==> config.mk <==
export PLATFORM = sky130hd
export DESIGN_NAME = instr_decoder
export DESIGN_NICKNAME = d
export VERILOG_FILES = /design/src/rv_decode_pkg.sv /design/src/rv32_decoder.sv /design/src/rvc_decoder.sv /design/src/decode_stage_reg.sv /design/src/instr_decoder.sv
export SDC_FILE = /design/constraint.sdc
export NUM_CORES = 1
export LEC_CHECK = 0
export BUFFER_PORTS_ARGS = -buffer_cell sky130_fd_sc_hd__buf_2
export CAP_MARGIN = 20
export CORE_MARGIN = 5
export CORE_UTILIZATION = 52
export CTS_CLUSTER_SIZE = 28
export DETAILED_ROUTE_END_ITERATION = 10
export PLACE_DENSITY_LB_ADDON = 0.2
export SLEW_MARGIN = 20
export SYNTH_ARGS = -nofsm -noshare
export SYNTH_HDL_FRONTEND = slang
export SYNTH_SLANG_ARGS = --single-unit
export TNS_END_PERCENT = 10
==> constraint.sdc <==
create_clock -name i_clk -period 1.1 [get_ports i_clk]
set_input_delay 0.22 -clock i_clk [delete_from_list [all_inputs] [get_ports i_clk]]
set_output_delay 0.22 -clock i_clk [all_outputs]
set_load 0.02 [all_outputs]
==> src/rv_decode_pkg.sv <==
package rv_decode_pkg;

   localparam int XLEN      = 32; // word width
   localparam int REG_IDX_W = 5;  // x0..x31

   // major opcode, instr[6:2]
   typedef enum logic [4:0] {
      OPC_LOAD    = 5'b00000,
      OPC_MISCMEM = 5'b00011,  // fence
      OPC_OPIMM   = 5'b00100,
      OPC_AUIPC   = 5'b00101,
      OPC_STORE   = 5'b01000,
      OPC_OP      = 5'b01100,
      OPC_LUI     = 5'b01101,
      OPC_BRANCH  = 5'b11000,
      OPC_JALR    = 5'b11001,
      OPC_JAL     = 5'b11011,
      OPC_SYSTEM  = 5'b11100   // ecall, ebreak, csr
   } opcode_e;

   typedef enum logic [4:0] {
      ALU_ADD, ALU_SUB, ALU_SLL, ALU_SLT, ALU_SLTU, ALU_XOR, ALU_SRL, ALU_SRA,
      ALU_OR, ALU_AND, ALU_MUL, ALU_MULH, ALU_MULHSU, ALU_MULHU, ALU_DIV,
      ALU_DIVU, ALU_REM, ALU_REMU
   } alu_op_e;

   typedef enum logic       {S1_REGVAL1, S1_PC} alu_s1_sel_e;  // alu operand 1
   typedef enum logic [1:0] {S2_REGVAL2, S2_IMM} alu_s2_sel_e; // alu operand 2
   typedef enum logic [1:0] {RIN_ALU, RIN_IMM} reg_input_sel_e; // regfile write source

   typedef enum logic [2:0] {
      STG_FETCH, STG_LOAD, STG_STORE, STG_BRANCH, STG_SYSTEM, STG_TRAP, STG_DEAD
   } exec_stage_e;

   localparam logic [2:0] F3_BEQ  = 3'b000; // branch conditions
   localparam logic [2:0] F3_BNE  = 3'b001;
   localparam logic [2:0] F3_BLT  = 3'b100;
   localparam logic [2:0] F3_BGE  = 3'b101;
   localparam logic [2:0] F3_BLTU = 3'b110;
   localparam logic [2:0] F3_BGEU = 3'b111;

   localparam logic [2:0] F3_ADD_SUB = 3'b000; // op and op-imm share these
   localparam logic [2:0] F3_SLL     = 3'b001;
   localparam logic [2:0] F3_SLT     = 3'b010;
   localparam logic [2:0] F3_SLTU    = 3'b011;
   localparam logic [2:0] F3_XOR     = 3'b100;
   localparam logic [2:0] F3_SRL_SRA = 3'b101;
   localparam logic [2:0] F3_OR      = 3'b110;
   localparam logic [2:0] F3_AND     = 3'b111;
   localparam logic [2:0] FUNC_LW    = 3'b010; // word access, reported for all rvc

   localparam logic [6:0] FUNCT7_ALT    = 7'b0100000; // sub / sra
   localparam logic [6:0] FUNCT7_MULDIV = 7'b0000001; // m extension

   localparam logic [1:0] C_Q0  = 2'b00;
   localparam logic [1:0] C_Q1  = 2'b01;
   localparam logic [1:0] C_Q2  = 2'b10;
   localparam logic [1:0] C_Q32 = 2'b11; // not compressed

   localparam logic [2:0] C0_F3_ADDI4SPN = 3'b000;
   localparam logic [2:0] C0_F3_LW       = 3'b010;
   localparam logic [2:0] C0_F3_SW       = 3'b110;
   localparam logic [2:0] C2_F3_SLLI     = 3'b000;
   localparam logic [2:0] C2_F3_LWSP     = 3'b010;
   localparam logic [2:0] C2_F3_JR       = 3'b100; // jr, mv, ebreak, jalr, add
   localparam logic [2:0] C2_F3_SWSP     = 3'b110;

   localparam logic [4:0] SP_REG = 5'd2; // x2 stack pointer
   localparam logic [4:0] RA_REG = 5'd1; // x1 link register

endpackage

==> src/rv32_decoder.sv <==
`timescale 1ns/100ps
module rv32_decoder
   import rv_decode_pkg::*;
#(
   parameter bit P_EXT_M = 1'b1 // decode mul/div/rem
) (
   input  logic [XLEN-1:0]      i_instr,
   output logic [REG_IDX_W-1:0] o_rs1,
   output logic [REG_IDX_W-1:0] o_rs2,
   output logic [REG_IDX_W-1:0] o_rd,
   output logic [XLEN-1:0]      o_imm,
   output alu_op_e              o_alu_op,
   output alu_s1_sel_e          o_s1_sel,
   output alu_s2_sel_e          o_s2_sel,
   output logic                 o_wb_from_alu,
   output logic                 o_wb_from_imm,
   output logic                 o_next_pc_from_alu,
   output logic                 o_write_reg,
   output reg_input_sel_e       o_reg_input_sel,
   output logic [2:0]           o_funct3,
   output exec_stage_e          o_next_stage,
   output logic [5:0]           o_branch_mask
);
   opcode_e    opcode;
   logic [2:0] funct3;
   logic [6:0] funct7;
   logic       is_m;
   logic       alt;

   assign opcode   = opcode_e'(i_instr[6:2]);
   assign funct3   = i_instr[14:12];
   assign funct7   = i_instr[31:25];
   assign is_m     = P_EXT_M && (funct7 == FUNCT7_MULDIV); // off -> base meaning
   assign alt      = (funct7 == FUNCT7_ALT);
   assign o_rs1    = i_instr[19:15]; // fixed fields, regfile read during decode
   assign o_rs2    = i_instr[24:20];
   assign o_rd     = i_instr[11:7];
   assign o_funct3 = funct3;

   function automatic alu_op_e base_op(input logic [2:0] f3, input logic sub, input logic sra);
      case (f3)
         F3_ADD_SUB: base_op = sub ? ALU_SUB : ALU_ADD;
         F3_SLL:     base_op = ALU_SLL;
         F3_SLT:     base_op = ALU_SLT;
         F3_SLTU:    base_op = ALU_SLTU;
         F3_XOR:     base_op = ALU_XOR;
         F3_SRL_SRA: base_op = sra ? ALU_SRA : ALU_SRL;
         F3_OR:      base_op = ALU_OR;
         default:    base_op = ALU_AND;
      endcase
   endfunction

   function automatic alu_op_e m_op(input logic [2:0] f3);
      case (f3)
         F3_ADD_SUB: m_op = ALU_MUL;
         F3_SLL:     m_op = ALU_MULH;
         F3_SLT:     m_op = ALU_MULHSU;
         F3_SLTU:    m_op = ALU_MULHU;
         F3_XOR:     m_op = ALU_DIV;
         F3_SRL_SRA: m_op = ALU_DIVU;
         F3_OR:      m_op = ALU_REM;
         default:    m_op = ALU_REMU;
      endcase
   endfunction

   always_comb begin
      case (opcode)
         OPC_STORE:          o_imm = {{20{i_instr[31]}}, i_instr[31:25], i_instr[11:7]}; // s
         OPC_BRANCH:         o_imm = {{20{i_instr[31]}}, i_instr[7], i_instr[30:25],
                                      i_instr[11:8], 1'b0}; // b
         OPC_LUI, OPC_AUIPC: o_imm = {i_instr[31:12], 12'b0}; // u
         OPC_JAL:            o_imm = {{12{i_instr[31]}}, i_instr[19:12], i_instr[20],
                                      i_instr[30:21], 1'b0}; // j
         default:            o_imm = {{20{i_instr[31]}}, i_instr[31:20]}; // i, junk for r
      endcase
   end

   always_comb begin
      o_alu_op           = ALU_ADD; // address / link add unless overridden
      o_s1_sel           = S1_REGVAL1;
      o_s2_sel           = S2_REGVAL2;
      o_wb_from_alu      = 1'b0;
      o_wb_from_imm      = 1'b0;
      o_next_pc_from_alu = 1'b0;
      o_write_reg        = 1'b0;
      o_reg_input_sel    = RIN_ALU;
      o_next_stage       = STG_FETCH;
      case (opcode)
         OPC_OP: begin
            o_alu_op      = is_m ? m_op(funct3) : base_op(funct3, alt, alt);
            o_wb_from_alu = 1'b1; // written back in fetch
         end
         OPC_OPIMM: begin
            o_s2_sel      = S2_IMM;
            o_alu_op      = base_op(funct3, 1'b0, funct7[5]); // no subi
            o_wb_from_alu = 1'b1;
         end
         OPC_LOAD: begin
            o_s2_sel     = S2_IMM; // rs1 + offset
            o_next_stage = STG_LOAD;
         end
         OPC_STORE: begin
            o_s2_sel     = S2_IMM;
            o_next_stage = STG_STORE;
         end
         OPC_JAL, OPC_JALR: begin
            o_write_reg        = 1'b1; // link
            o_s1_sel           = (opcode == OPC_JAL) ? S1_PC : S1_REGVAL1;
            o_s2_sel           = S2_IMM;
            o_next_pc_from_alu = 1'b1; // target from alu
         end
         OPC_BRANCH: o_next_stage = STG_BRANCH; // compare on regval1/regval2
         OPC_AUIPC: begin
            o_s1_sel      = S1_PC;
            o_s2_sel      = S2_IMM;
            o_wb_from_alu = 1'b1;
         end
         OPC_LUI: begin
            o_wb_from_imm   = 1'b1;
            o_reg_input_sel = RIN_IMM;
         end
         OPC_MISCMEM: o_next_stage = STG_FETCH; // fence is a nop here
         OPC_SYSTEM:  o_next_stage = STG_SYSTEM;
         default:     o_next_stage = STG_TRAP; // illegal opcode
      endcase
   end

   always_comb begin
      o_branch_mask = '0;
      if (opcode == OPC_BRANCH) begin
         case (funct3)
            F3_BEQ:  o_branch_mask[0] = 1'b1;
            F3_BNE:  o_branch_mask[1] = 1'b1;
            F3_BLT:  o_branch_mask[2] = 1'b1;
            F3_BGE:  o_branch_mask[3] = 1'b1;
            F3_BLTU: o_branch_mask[4] = 1'b1;
            F3_BGEU: o_branch_mask[5] = 1'b1;
            default: o_branch_mask    = '0; // 010/011 reserved
         endcase
      end
   end

endmodule

==> src/rvc_decoder.sv <==
`timescale 1ns/100ps
module rvc_decoder
   import rv_decode_pkg::*;
(
   input  logic [XLEN-1:0]      i_instr, // low half only
   output logic [REG_IDX_W-1:0] o_rs1,
   output logic [REG_IDX_W-1:0] o_rs2,
   output logic [REG_IDX_W-1:0] o_rd,
   output logic [XLEN-1:0]      o_imm,
   output alu_op_e              o_alu_op,
   output alu_s1_sel_e          o_s1_sel,
   output alu_s2_sel_e          o_s2_sel,
   output logic                 o_wb_from_alu,
   output logic                 o_wb_from_imm,
   output logic                 o_next_pc_from_alu,
   output logic                 o_write_reg,
   output reg_input_sel_e       o_reg_input_sel,
   output logic [2:0]           o_funct3,
   output exec_stage_e          o_next_stage
);
   logic [1:0]           quad;
   logic [2:0]           c_funct3;
   logic [REG_IDX_W-1:0] rs1_full; // instr[11:7], rs1/rd
   logic [REG_IDX_W-1:0] rs2_full; // instr[6:2]

   assign quad     = i_instr[1:0];
   assign c_funct3 = i_instr[15:13];
   assign rs1_full = i_instr[11:7];
   assign rs2_full = i_instr[6:2];
   assign o_funct3 = FUNC_LW; // only word accesses exist in the subset

   always_comb begin
      o_rs1              = rs1_full;
      o_rs2              = rs2_full;
      o_rd               = rs1_full;
      o_imm              = '0;
      o_alu_op           = ALU_ADD;
      o_s1_sel           = S1_REGVAL1;
      o_s2_sel           = S2_REGVAL2;
      o_wb_from_alu      = 1'b0;
      o_wb_from_imm      = 1'b0; // never from imm in this subset
      o_next_pc_from_alu = 1'b0;
      o_write_reg        = 1'b0;
      o_reg_input_sel    = RIN_ALU;
      o_next_stage       = STG_DEAD; // unsupported unless matched below
      case (quad)
         C_Q0: begin
            o_rs1    = {2'b01, i_instr[9:7]}; // rs1' -> x8..x15
            o_rs2    = {2'b01, i_instr[4:2]};
            o_rd     = {2'b01, i_instr[4:2]};
            o_s2_sel = S2_IMM;
            o_imm    = {25'b0, i_instr[5], i_instr[12:10], i_instr[6], 2'b00}; // uimm*4
            case (c_funct3)
               C0_F3_LW:       o_next_stage = STG_LOAD;
               C0_F3_SW:       o_next_stage = STG_STORE;
               C0_F3_ADDI4SPN: o_imm        = '0; // not decoded, stays dead
               default:        o_next_stage = STG_DEAD; // fp / reserved
            endcase
         end
         C_Q1: o_next_stage = STG_DEAD; // c1 quadrant not supported
         C_Q2: begin
            case (c_funct3)
               C2_F3_SLLI: begin
                  o_s2_sel      = S2_IMM;
                  o_imm         = {27'b0, i_instr[6:2]}; // shamt
                  o_alu_op      = ALU_SLL;
                  o_wb_from_alu = 1'b1;
                  o_next_stage  = i_instr[12] ? STG_DEAD : STG_FETCH; // shamt[5] rv32 nse
               end
               C2_F3_LWSP: begin
                  o_rs1        = SP_REG;
                  o_s2_sel     = S2_IMM;
                  o_imm        = {24'b0, i_instr[3:2], i_instr[12], i_instr[6:4], 2'b00};
                  o_next_stage = (rs1_full == '0) ? STG_DEAD : STG_LOAD; // rd 0 reserved
               end
               C2_F3_SWSP: begin
                  o_rs1        = SP_REG;
                  o_s2_sel     = S2_IMM;
                  o_imm        = {24'b0, i_instr[8:7], i_instr[12:9], 2'b00};
                  o_next_stage = STG_STORE;
               end
               C2_F3_JR: begin
                  if (i_instr[12]) begin
                     if (rs1_full != '0 && rs2_full != '0) begin // c.add
                        o_wb_from_alu = 1'b1;
                        o_next_stage  = STG_FETCH;
                     end else if (rs1_full != '0) begin // c.jalr
                        o_write_reg        = 1'b1;
                        o_rd               = RA_REG;
                        o_next_pc_from_alu = 1'b1;
                        o_next_stage       = STG_FETCH;
                     end // else c.ebreak, left dead
                  end else if (rs2_full != '0) begin // c.mv as x0 + rs2
                     o_rs1         = '0;
                     o_wb_from_alu = 1'b1;
                     o_next_stage  = STG_FETCH;
                  end else if (rs1_full != '0) begin // c.jr
                     o_next_pc_from_alu = 1'b1;
                     o_next_stage       = STG_FETCH;
                  end // c.jr with rs1 0 is reserved
               end
               default: o_next_stage = STG_DEAD; // fp sp loads/stores
            endcase
         end
         default: o_next_stage = STG_DEAD; // length test lives in the stage reg
      endcase
   end

endmodule

==> src/decode_stage_reg.sv <==
`timescale 1ns/100ps
module decode_stage_reg
   import rv_decode_pkg::*;
(
   input  logic                 i_clk,
   input  logic                 i_rst_n,
   input  logic                 i_en,             // one decode per strobe
   input  logic [XLEN-1:0]      i_instr,          // only [1:0] looked at
   input  logic [REG_IDX_W-1:0] i_f_rs1,          // i_f_* from rv32 decoder
   input  logic [REG_IDX_W-1:0] i_f_rs2,
   input  logic [REG_IDX_W-1:0] i_f_rd,
   input  logic [XLEN-1:0]      i_f_imm,
   input  alu_op_e              i_f_alu_op,
   input  alu_s1_sel_e          i_f_s1_sel,
   input  alu_s2_sel_e          i_f_s2_sel,
   input  logic                 i_f_wb_from_alu,
   input  logic                 i_f_wb_from_imm,
   input  logic                 i_f_next_pc_from_alu,
   input  logic                 i_f_write_reg,
   input  reg_input_sel_e       i_f_reg_input_sel,
   input  logic [2:0]           i_f_funct3,
   input  exec_stage_e          i_f_next_stage,
   input  logic [5:0]           i_f_branch_mask,
   input  logic [REG_IDX_W-1:0] i_c_rs1,          // i_c_* from rvc decoder
   input  logic [REG_IDX_W-1:0] i_c_rs2,
   input  logic [REG_IDX_W-1:0] i_c_rd,
   input  logic [XLEN-1:0]      i_c_imm,
   input  alu_op_e              i_c_alu_op,
   input  alu_s1_sel_e          i_c_s1_sel,
   input  alu_s2_sel_e          i_c_s2_sel,
   input  logic                 i_c_wb_from_alu,
   input  logic                 i_c_wb_from_imm,
   input  logic                 i_c_next_pc_from_alu,
   input  logic                 i_c_write_reg,
   input  reg_input_sel_e       i_c_reg_input_sel,
   input  logic [2:0]           i_c_funct3,
   input  exec_stage_e          i_c_next_stage,
   output logic                 o_valid,
   output logic [REG_IDX_W-1:0] o_rs1,
   output logic [REG_IDX_W-1:0] o_rs2,
   output logic [REG_IDX_W-1:0] o_rd,
   output logic [XLEN-1:0]      o_imm,
   output alu_op_e              o_alu_op,
   output alu_s1_sel_e          o_s1_sel,
   output alu_s2_sel_e          o_s2_sel,
   output logic                 o_wb_from_alu,
   output logic                 o_wb_from_imm,
   output logic                 o_next_pc_from_alu,
   output logic                 o_write_reg,
   output reg_input_sel_e       o_reg_input_sel,
   output logic [2:0]           o_funct3,
   output exec_stage_e          o_next_stage,
   output logic [5:0]           o_branch_mask
);
   logic is_32;

   assign is_32 = (i_instr[1:0] == C_Q32); // full-length word

   always_ff @(posedge i_clk or negedge i_rst_n) begin
      if (!i_rst_n) begin
         o_valid            <= 1'b0;
         o_rs1              <= '0;
         o_rs2              <= '0;
         o_rd               <= '0;
         o_imm              <= '0;
         o_alu_op           <= ALU_ADD;
         o_s1_sel           <= S1_REGVAL1;
         o_s2_sel           <= S2_REGVAL2;
         o_wb_from_alu      <= 1'b0;
         o_wb_from_imm      <= 1'b0;
         o_next_pc_from_alu <= 1'b0;
         o_write_reg        <= 1'b0;
         o_reg_input_sel    <= RIN_ALU;
         o_funct3           <= '0;
         o_next_stage       <= STG_DEAD; // nothing to execute yet
         o_branch_mask      <= '0;
      end else begin
         o_valid <= i_en; // single-cycle pulse per strobe
         if (i_en) begin // hold last result otherwise
            o_rs1              <= is_32 ? i_f_rs1 : i_c_rs1;
            o_rs2              <= is_32 ? i_f_rs2 : i_c_rs2;
            o_rd               <= is_32 ? i_f_rd : i_c_rd;
            o_imm              <= is_32 ? i_f_imm : i_c_imm;
            o_alu_op           <= is_32 ? i_f_alu_op : i_c_alu_op;
            o_s1_sel           <= is_32 ? i_f_s1_sel : i_c_s1_sel;
            o_s2_sel           <= is_32 ? i_f_s2_sel : i_c_s2_sel;
            o_wb_from_alu      <= is_32 ? i_f_wb_from_alu : i_c_wb_from_alu;
            o_wb_from_imm      <= is_32 ? i_f_wb_from_imm : i_c_wb_from_imm;
            o_next_pc_from_alu <= is_32 ? i_f_next_pc_from_alu : i_c_next_pc_from_alu;
            o_write_reg        <= is_32 ? i_f_write_reg : i_c_write_reg;
            o_reg_input_sel    <= is_32 ? i_f_reg_input_sel : i_c_reg_input_sel;
            o_funct3           <= is_32 ? i_f_funct3 : i_c_funct3;
            o_next_stage       <= is_32 ? i_f_next_stage : i_c_next_stage;
            o_branch_mask      <= is_32 ? i_f_branch_mask : 6'b0; // no rvc branches
         end
      end
   end

   // loads write through the load path, never from the alu
   a_load_no_alu_wb: assert property (@(posedge i_clk) disable iff (!i_rst_n)
      (o_valid && o_next_stage == STG_LOAD) |-> !(o_write_reg && o_wb_from_alu));

endmodule

==> src/instr_decoder.sv <==
`timescale 1ns/100ps
module instr_decoder
   import rv_decode_pkg::*;
#(
   parameter bit P_EXT_M = 1'b1 // m extension decode
) (
   input  logic                 i_clk,
   input  logic                 i_rst_n,
   input  logic                 i_en,
   input  logic [XLEN-1:0]      i_instr,
   output logic                 o_valid,
   output logic [REG_IDX_W-1:0] o_rs1,
   output logic [REG_IDX_W-1:0] o_rs2,
   output logic [REG_IDX_W-1:0] o_rd,
   output logic [XLEN-1:0]      o_imm,
   output alu_op_e              o_alu_op,
   output alu_s1_sel_e          o_s1_sel,
   output alu_s2_sel_e          o_s2_sel,
   output logic                 o_wb_from_alu,
   output logic                 o_wb_from_imm,
   output logic                 o_next_pc_from_alu,
   output logic                 o_write_reg,
   output reg_input_sel_e       o_reg_input_sel,
   output logic [2:0]           o_funct3,
   output exec_stage_e          o_next_stage,
   output logic [5:0]           o_branch_mask
);
   logic [REG_IDX_W-1:0] f_rs1, f_rs2, f_rd, c_rs1, c_rs2, c_rd; // f_ 32-bit, c_ rvc
   logic [XLEN-1:0]      f_imm, c_imm;
   alu_op_e              f_alu_op, c_alu_op;
   alu_s1_sel_e          f_s1_sel, c_s1_sel;
   alu_s2_sel_e          f_s2_sel, c_s2_sel;
   logic                 f_wb_alu, c_wb_alu, f_wb_imm, c_wb_imm;
   logic                 f_pc_alu, c_pc_alu, f_write_reg, c_write_reg;
   reg_input_sel_e       f_rin_sel, c_rin_sel;
   logic [2:0]           f_funct3, c_funct3;
   exec_stage_e          f_stage, c_stage;
   logic [5:0]           f_mask;

   rv32_decoder #(.P_EXT_M(P_EXT_M)) u_rv32 (
      .i_instr(i_instr), .o_rs1(f_rs1), .o_rs2(f_rs2), .o_rd(f_rd), .o_imm(f_imm),
      .o_alu_op(f_alu_op), .o_s1_sel(f_s1_sel), .o_s2_sel(f_s2_sel),
      .o_wb_from_alu(f_wb_alu), .o_wb_from_imm(f_wb_imm), .o_next_pc_from_alu(f_pc_alu),
      .o_write_reg(f_write_reg), .o_reg_input_sel(f_rin_sel), .o_funct3(f_funct3),
      .o_next_stage(f_stage), .o_branch_mask(f_mask)
   );

   rvc_decoder u_rvc (
      .i_instr(i_instr), .o_rs1(c_rs1), .o_rs2(c_rs2), .o_rd(c_rd), .o_imm(c_imm),
      .o_alu_op(c_alu_op), .o_s1_sel(c_s1_sel), .o_s2_sel(c_s2_sel),
      .o_wb_from_alu(c_wb_alu), .o_wb_from_imm(c_wb_imm), .o_next_pc_from_alu(c_pc_alu),
      .o_write_reg(c_write_reg), .o_reg_input_sel(c_rin_sel), .o_funct3(c_funct3),
      .o_next_stage(c_stage)
   );

   decode_stage_reg u_stage (
      .i_clk(i_clk), .i_rst_n(i_rst_n), .i_en(i_en), .i_instr(i_instr),
      .i_f_rs1(f_rs1), .i_f_rs2(f_rs2), .i_f_rd(f_rd), .i_f_imm(f_imm),
      .i_f_alu_op(f_alu_op), .i_f_s1_sel(f_s1_sel), .i_f_s2_sel(f_s2_sel),
      .i_f_wb_from_alu(f_wb_alu), .i_f_wb_from_imm(f_wb_imm),
      .i_f_next_pc_from_alu(f_pc_alu), .i_f_write_reg(f_write_reg),
      .i_f_reg_input_sel(f_rin_sel), .i_f_funct3(f_funct3), .i_f_next_stage(f_stage),
      .i_f_branch_mask(f_mask),
      .i_c_rs1(c_rs1), .i_c_rs2(c_rs2), .i_c_rd(c_rd), .i_c_imm(c_imm),
      .i_c_alu_op(c_alu_op), .i_c_s1_sel(c_s1_sel), .i_c_s2_sel(c_s2_sel),
      .i_c_wb_from_alu(c_wb_alu), .i_c_wb_from_imm(c_wb_imm),
      .i_c_next_pc_from_alu(c_pc_alu), .i_c_write_reg(c_write_reg),
      .i_c_reg_input_sel(c_rin_sel), .i_c_funct3(c_funct3), .i_c_next_stage(c_stage),
      .o_valid(o_valid), .o_rs1(o_rs1), .o_rs2(o_rs2), .o_rd(o_rd), .o_imm(o_imm),
      .o_alu_op(o_alu_op), .o_s1_sel(o_s1_sel), .o_s2_sel(o_s2_sel),
      .o_wb_from_alu(o_wb_from_alu), .o_wb_from_imm(o_wb_from_imm),
      .o_next_pc_from_alu(o_next_pc_from_alu), .o_write_reg(o_write_reg),
      .o_reg_input_sel(o_reg_input_sel), .o_funct3(o_funct3),
      .o_next_stage(o_next_stage), .o_branch_mask(o_branch_mask)
   );

endmodule

==> run_results.csv <==
group,metric,value,unit
outcome,status,"finished with violations",
outcome,violations,"setup timing",
clock_tree,clk_pin_slew,0.08,ns
layout,multi_input_area,2260,um2
pwr,pwr-share-comb,26.6,%
hold_path,hp-class,"input pin to flop",
global_routing,grt_overflow,0,
setup_path,regToRegStartpoint,"u_stage.o_imm[3]",
setup_path,r2r_end,"u_stage.o_imm[3]",
layout,regMostFlops,"u_stage.o_imm",
hold_path,min_from,"i_instr[17]",
pwr,clkPwrFrac,33.0,%
pwr,intPower,4.96,mW
synthesis,synth_top_family_by_area,"compound AO/OA/AOI/OAI gates",
sta,whs,0.116,ns
routing,dr.pass1.iters,5,
setup_path,crit_path_end_kind,"flop",
global_routing,grt_pass1_wl,23000,um
floorplanning,dieArea,9100,um2
placed_design,dp_slack,-0.895,ns
routing,wl_per_cell,22.3,um
setup_path,r2r_cells,3,
pwr,pwr_density_cell,1180,nW/um2
layout,largest_reg_flops,32,
synthesis,synth_edf_count,0,
layout,reg_top3,"u_stage.o_imm (32), u_stage.o_branch_mask (6)",
floorplanning,start_util,52.9,%
floorplanning,rows,31,
floorplanning,die_y,95.4,um
layout,fillCellCount,371,
synthesis,yosys.area_share.simple,17.1,%
synthesis,syn_avg_cell_area,8.84,um2
sta,hold_viol_final,0,
setup_path,rrSetupSlack,0.15,ns
clock_tree,cts-root-buf,"clkbuf_8",
sta,fin_crit_sh,130,%
routing,routed_wl,16200,um
sta,rsz0062_at_grt,"true",
routing,ant_nets,0,
layout,final_nets,658,
sta,setup_viol_count_final,122,
synthesis,synth-compound-area-share,28.1,%
routing,drt_iter0_markers,430,
pwr,netSwitchingFraction,31.9,%
sta,layout_setup_ws,-0.325,ns
placed_design,port_buffers,106,
synthesis,synthMuxAreaShare,1.62,%
hold_path,min_to,"u_stage.o_rs1[2]",
sta,report.final.slew_viol_count,0,
synthesis,ys_async_sr_fraction,100,%
layout,diodes,0,
clock_tree,clk_latency,0.34,ns
synthesis,ys.flop_type,"dfrtp_1",
setup_path,cp_data_arrival_time,1.66,ns
synthesis,synth-xor-area-share,0.231,%
floorplanning,die_w,95.4,um
pwr,power_switching,2.33,mW
floorplanning,core_area,7180,um2
global_routing,antenna_found_initial,0,
global_routing,grt_pass1_vias,4317,
sta,skew,0,ns
run,drv_cap,0,
synthesis,ys_seq_area_share,46.9,%
pwr,ir_drop,0.885,mV
setup_path,cp_data_required_time,1.34,ns
layout,area_growth,63.3,%
sta,slew_headroom,51.6,%
clock_tree,numCtsBuffers,9,
setup_path,cp_max_fo,5,
clock_tree,clk_path_buf_depth,2,
floorplanning,io_pins,109,
synthesis,netlist_area,3790,um2
setup_path,path_class,"input pin to flop",
routing,viasPerCell,6.19,
clock_tree,cts_tree,"done",
placed_design,gp_congestion,0.953,
clock_tree,cts.sinks,71,
pwr,leakagePower,2.86,nW
pwr,p_total,7.29,mW
setup_path,critPathLaunchType,"input pin",
sta,worst_pin_slew,0.708,ns
layout,fin_util,86.3,%
placed_design,dp_hpwl,10200,um
synthesis,synth_cells,429,
sta,fin_crit,1.43,ns
layout,register_area,1780,um2
synthesis,ys_types,56,
synthesis,yosysWarningCount,0,
layout,drive_above_1_share,50.0,%
synthesis,yosys.area_share.adder,0,%
sta,max_freq,702,MHz
global_routing,grt_util_all_layers,33.7,%
global_routing,grt_max_degree,72,
routing,drc,0,
hold_path,whs_path_depth,3,
clock_tree,cts_max_level,3,
routing,dr_total_vias,4497,
pwr,p_seq_share,40.4,%
synthesis,ys_seq_elements,71,
==> layout by cell type, fill, tap and decap left out, drive strengths merged, types with 3 or more instances in the layout <==
master / n
a2111oi: 4
nand2: 31
a31oi: 17
a22o: 3
dfrtp: 69
nor2: 49
o22ai: 5
o2bb2ai: 29
and3: 3
o211ai: 3
clkbuf: 11
a21o: 4
nor2b: 5
nor3: 12
a21oi: 49
buf: 222
nand4: 3
o21ai: 24
nand2b: 8
nand3: 9
mux2i: 5
o31ai: 3
inv: 12
and2: 3
==> power groups by stage <==
stage | logic, mW | registers (mW) | clock network (mW)
2_1_floorplan | 0.576 | 3.18 | 0
5_1_grt | 2.05 | 2.96 | 2.52
6_report | 1.94 | 2.94 | 2.40
4_1_cts | 1.75 | 2.91 | 2.37
3_5_place_dp | 1.58 | 2.95 | 0
3_3_place_gp | 1.55 | 2.95 | 0
==> metrics by stage <==
step                area (um2)  setup TNS, ns  std cells
floorplan                 3880         -21.07        430
global placement          5110         -33.59        692
detailed placement        5110         -35.95        692
CTS                       5840          -8.17        726
global route              6190         -15.44        727
finish                    6190         -11.62        727
==> area by class of cell <==
cell class | instances | area share, %
flip-flops and latches | 71 | 28.8
inverters | 13 | 0.848
clock inverters | 5 | 1.31
repair buffers | 223 | 28.4
well taps | 99 | 2.00
clock buffers | 11 | 2.28
multi-input cells | 305 | 36.4
==> repair_timing <==
action | 4_1_cts | 5_1_grt
buffers inserted | 14 | 2
gates resized for setup | 74 | 84
endpoints found under the setup margin | 123 | 132
hold buffers | 1 | 0
endpoints found under the hold margin | 69 | 0
pin swaps | 25 | 15
cloned | 3 | 0
==> worst max-delay path: stages <==
cell and delay [ns]:
buf_8 0.10, buf_12 0.12, buf_12 0.11, nand4b_1 0.20
a21oi_4 0.11, buf_6 0.13, o31ai_4 0.26, buf_6 0.20
buf_16 0.13, o2bb2ai_1 0.08
==> metal layers <==
| metal | wire length [um] | GRT usage, % | vias up |
|---|---|---|---|
| li1 | - | - | 1958 |
| met1 | 6320 | 45.0 | 2191 |
| met2 | 7840 | 54.5 | 280 |
| met3 | 1350 | 6.63 | 68 |
| met4 | 672 | 12.3 | 0 |
| met5 | 0 | 0 | - |
==> how the worst max path moves through the flow <==
stage / startpoint / end / depth (start not counted)
2_1_floorplan: i_instr[31] / u_stage.o_alu_op[0] / 4
3_3_place_gp: i_instr[4] / u_stage.o_imm[28] / 6
3_5_place_dp: i_instr[4] / u_stage.o_imm[22] / 6
4_1_cts: i_instr[31] / u_stage.o_alu_op[0] / 5
5_1_grt: i_instr[5] / u_stage.o_imm[18] / 9
6_report: i_instr[6] / u_stage.o_imm[18] / 10
==> cells in the mapped netlist, drive strengths merged, types with 3 or more instances <==
cell type,n,share of area [%]
nand4,3,0.49
o2bb2ai,29,6.7
a21oi,49,6.5
a31oi,17,2.8
o211ai,3,0.59
nor3,12,1.6
and2,3,0.49
a22o,3,0.69
nand2,31,3.1
nor2b,5,0.82
mux2i,5,1.3
nand3,9,1.2
o31ai,3,0.59
clkbuf,31,3.1
a21o,4,0.79
nand2b,8,1.3
a2111oi,4,1.1
inv,13,1.3
dfrtp,69,46
and3,3,0.49
o21ai,24,3.2
o22ai,5,0.99
buf,10,1.6
nor2,49,4.8
==> kinds of logic (layout without fill, tap and decap cells) <==
logic type	count (synthesis)	in the layout
DFF	71	71
buffers and inverters	54	252
AOI/OAI and AO/OA	160	160
xor gates and xnor gates	1	1
other	1	2
muxes	6	6
and+or+nand+nor	136	136
Power figures use the tool's default switching activity.
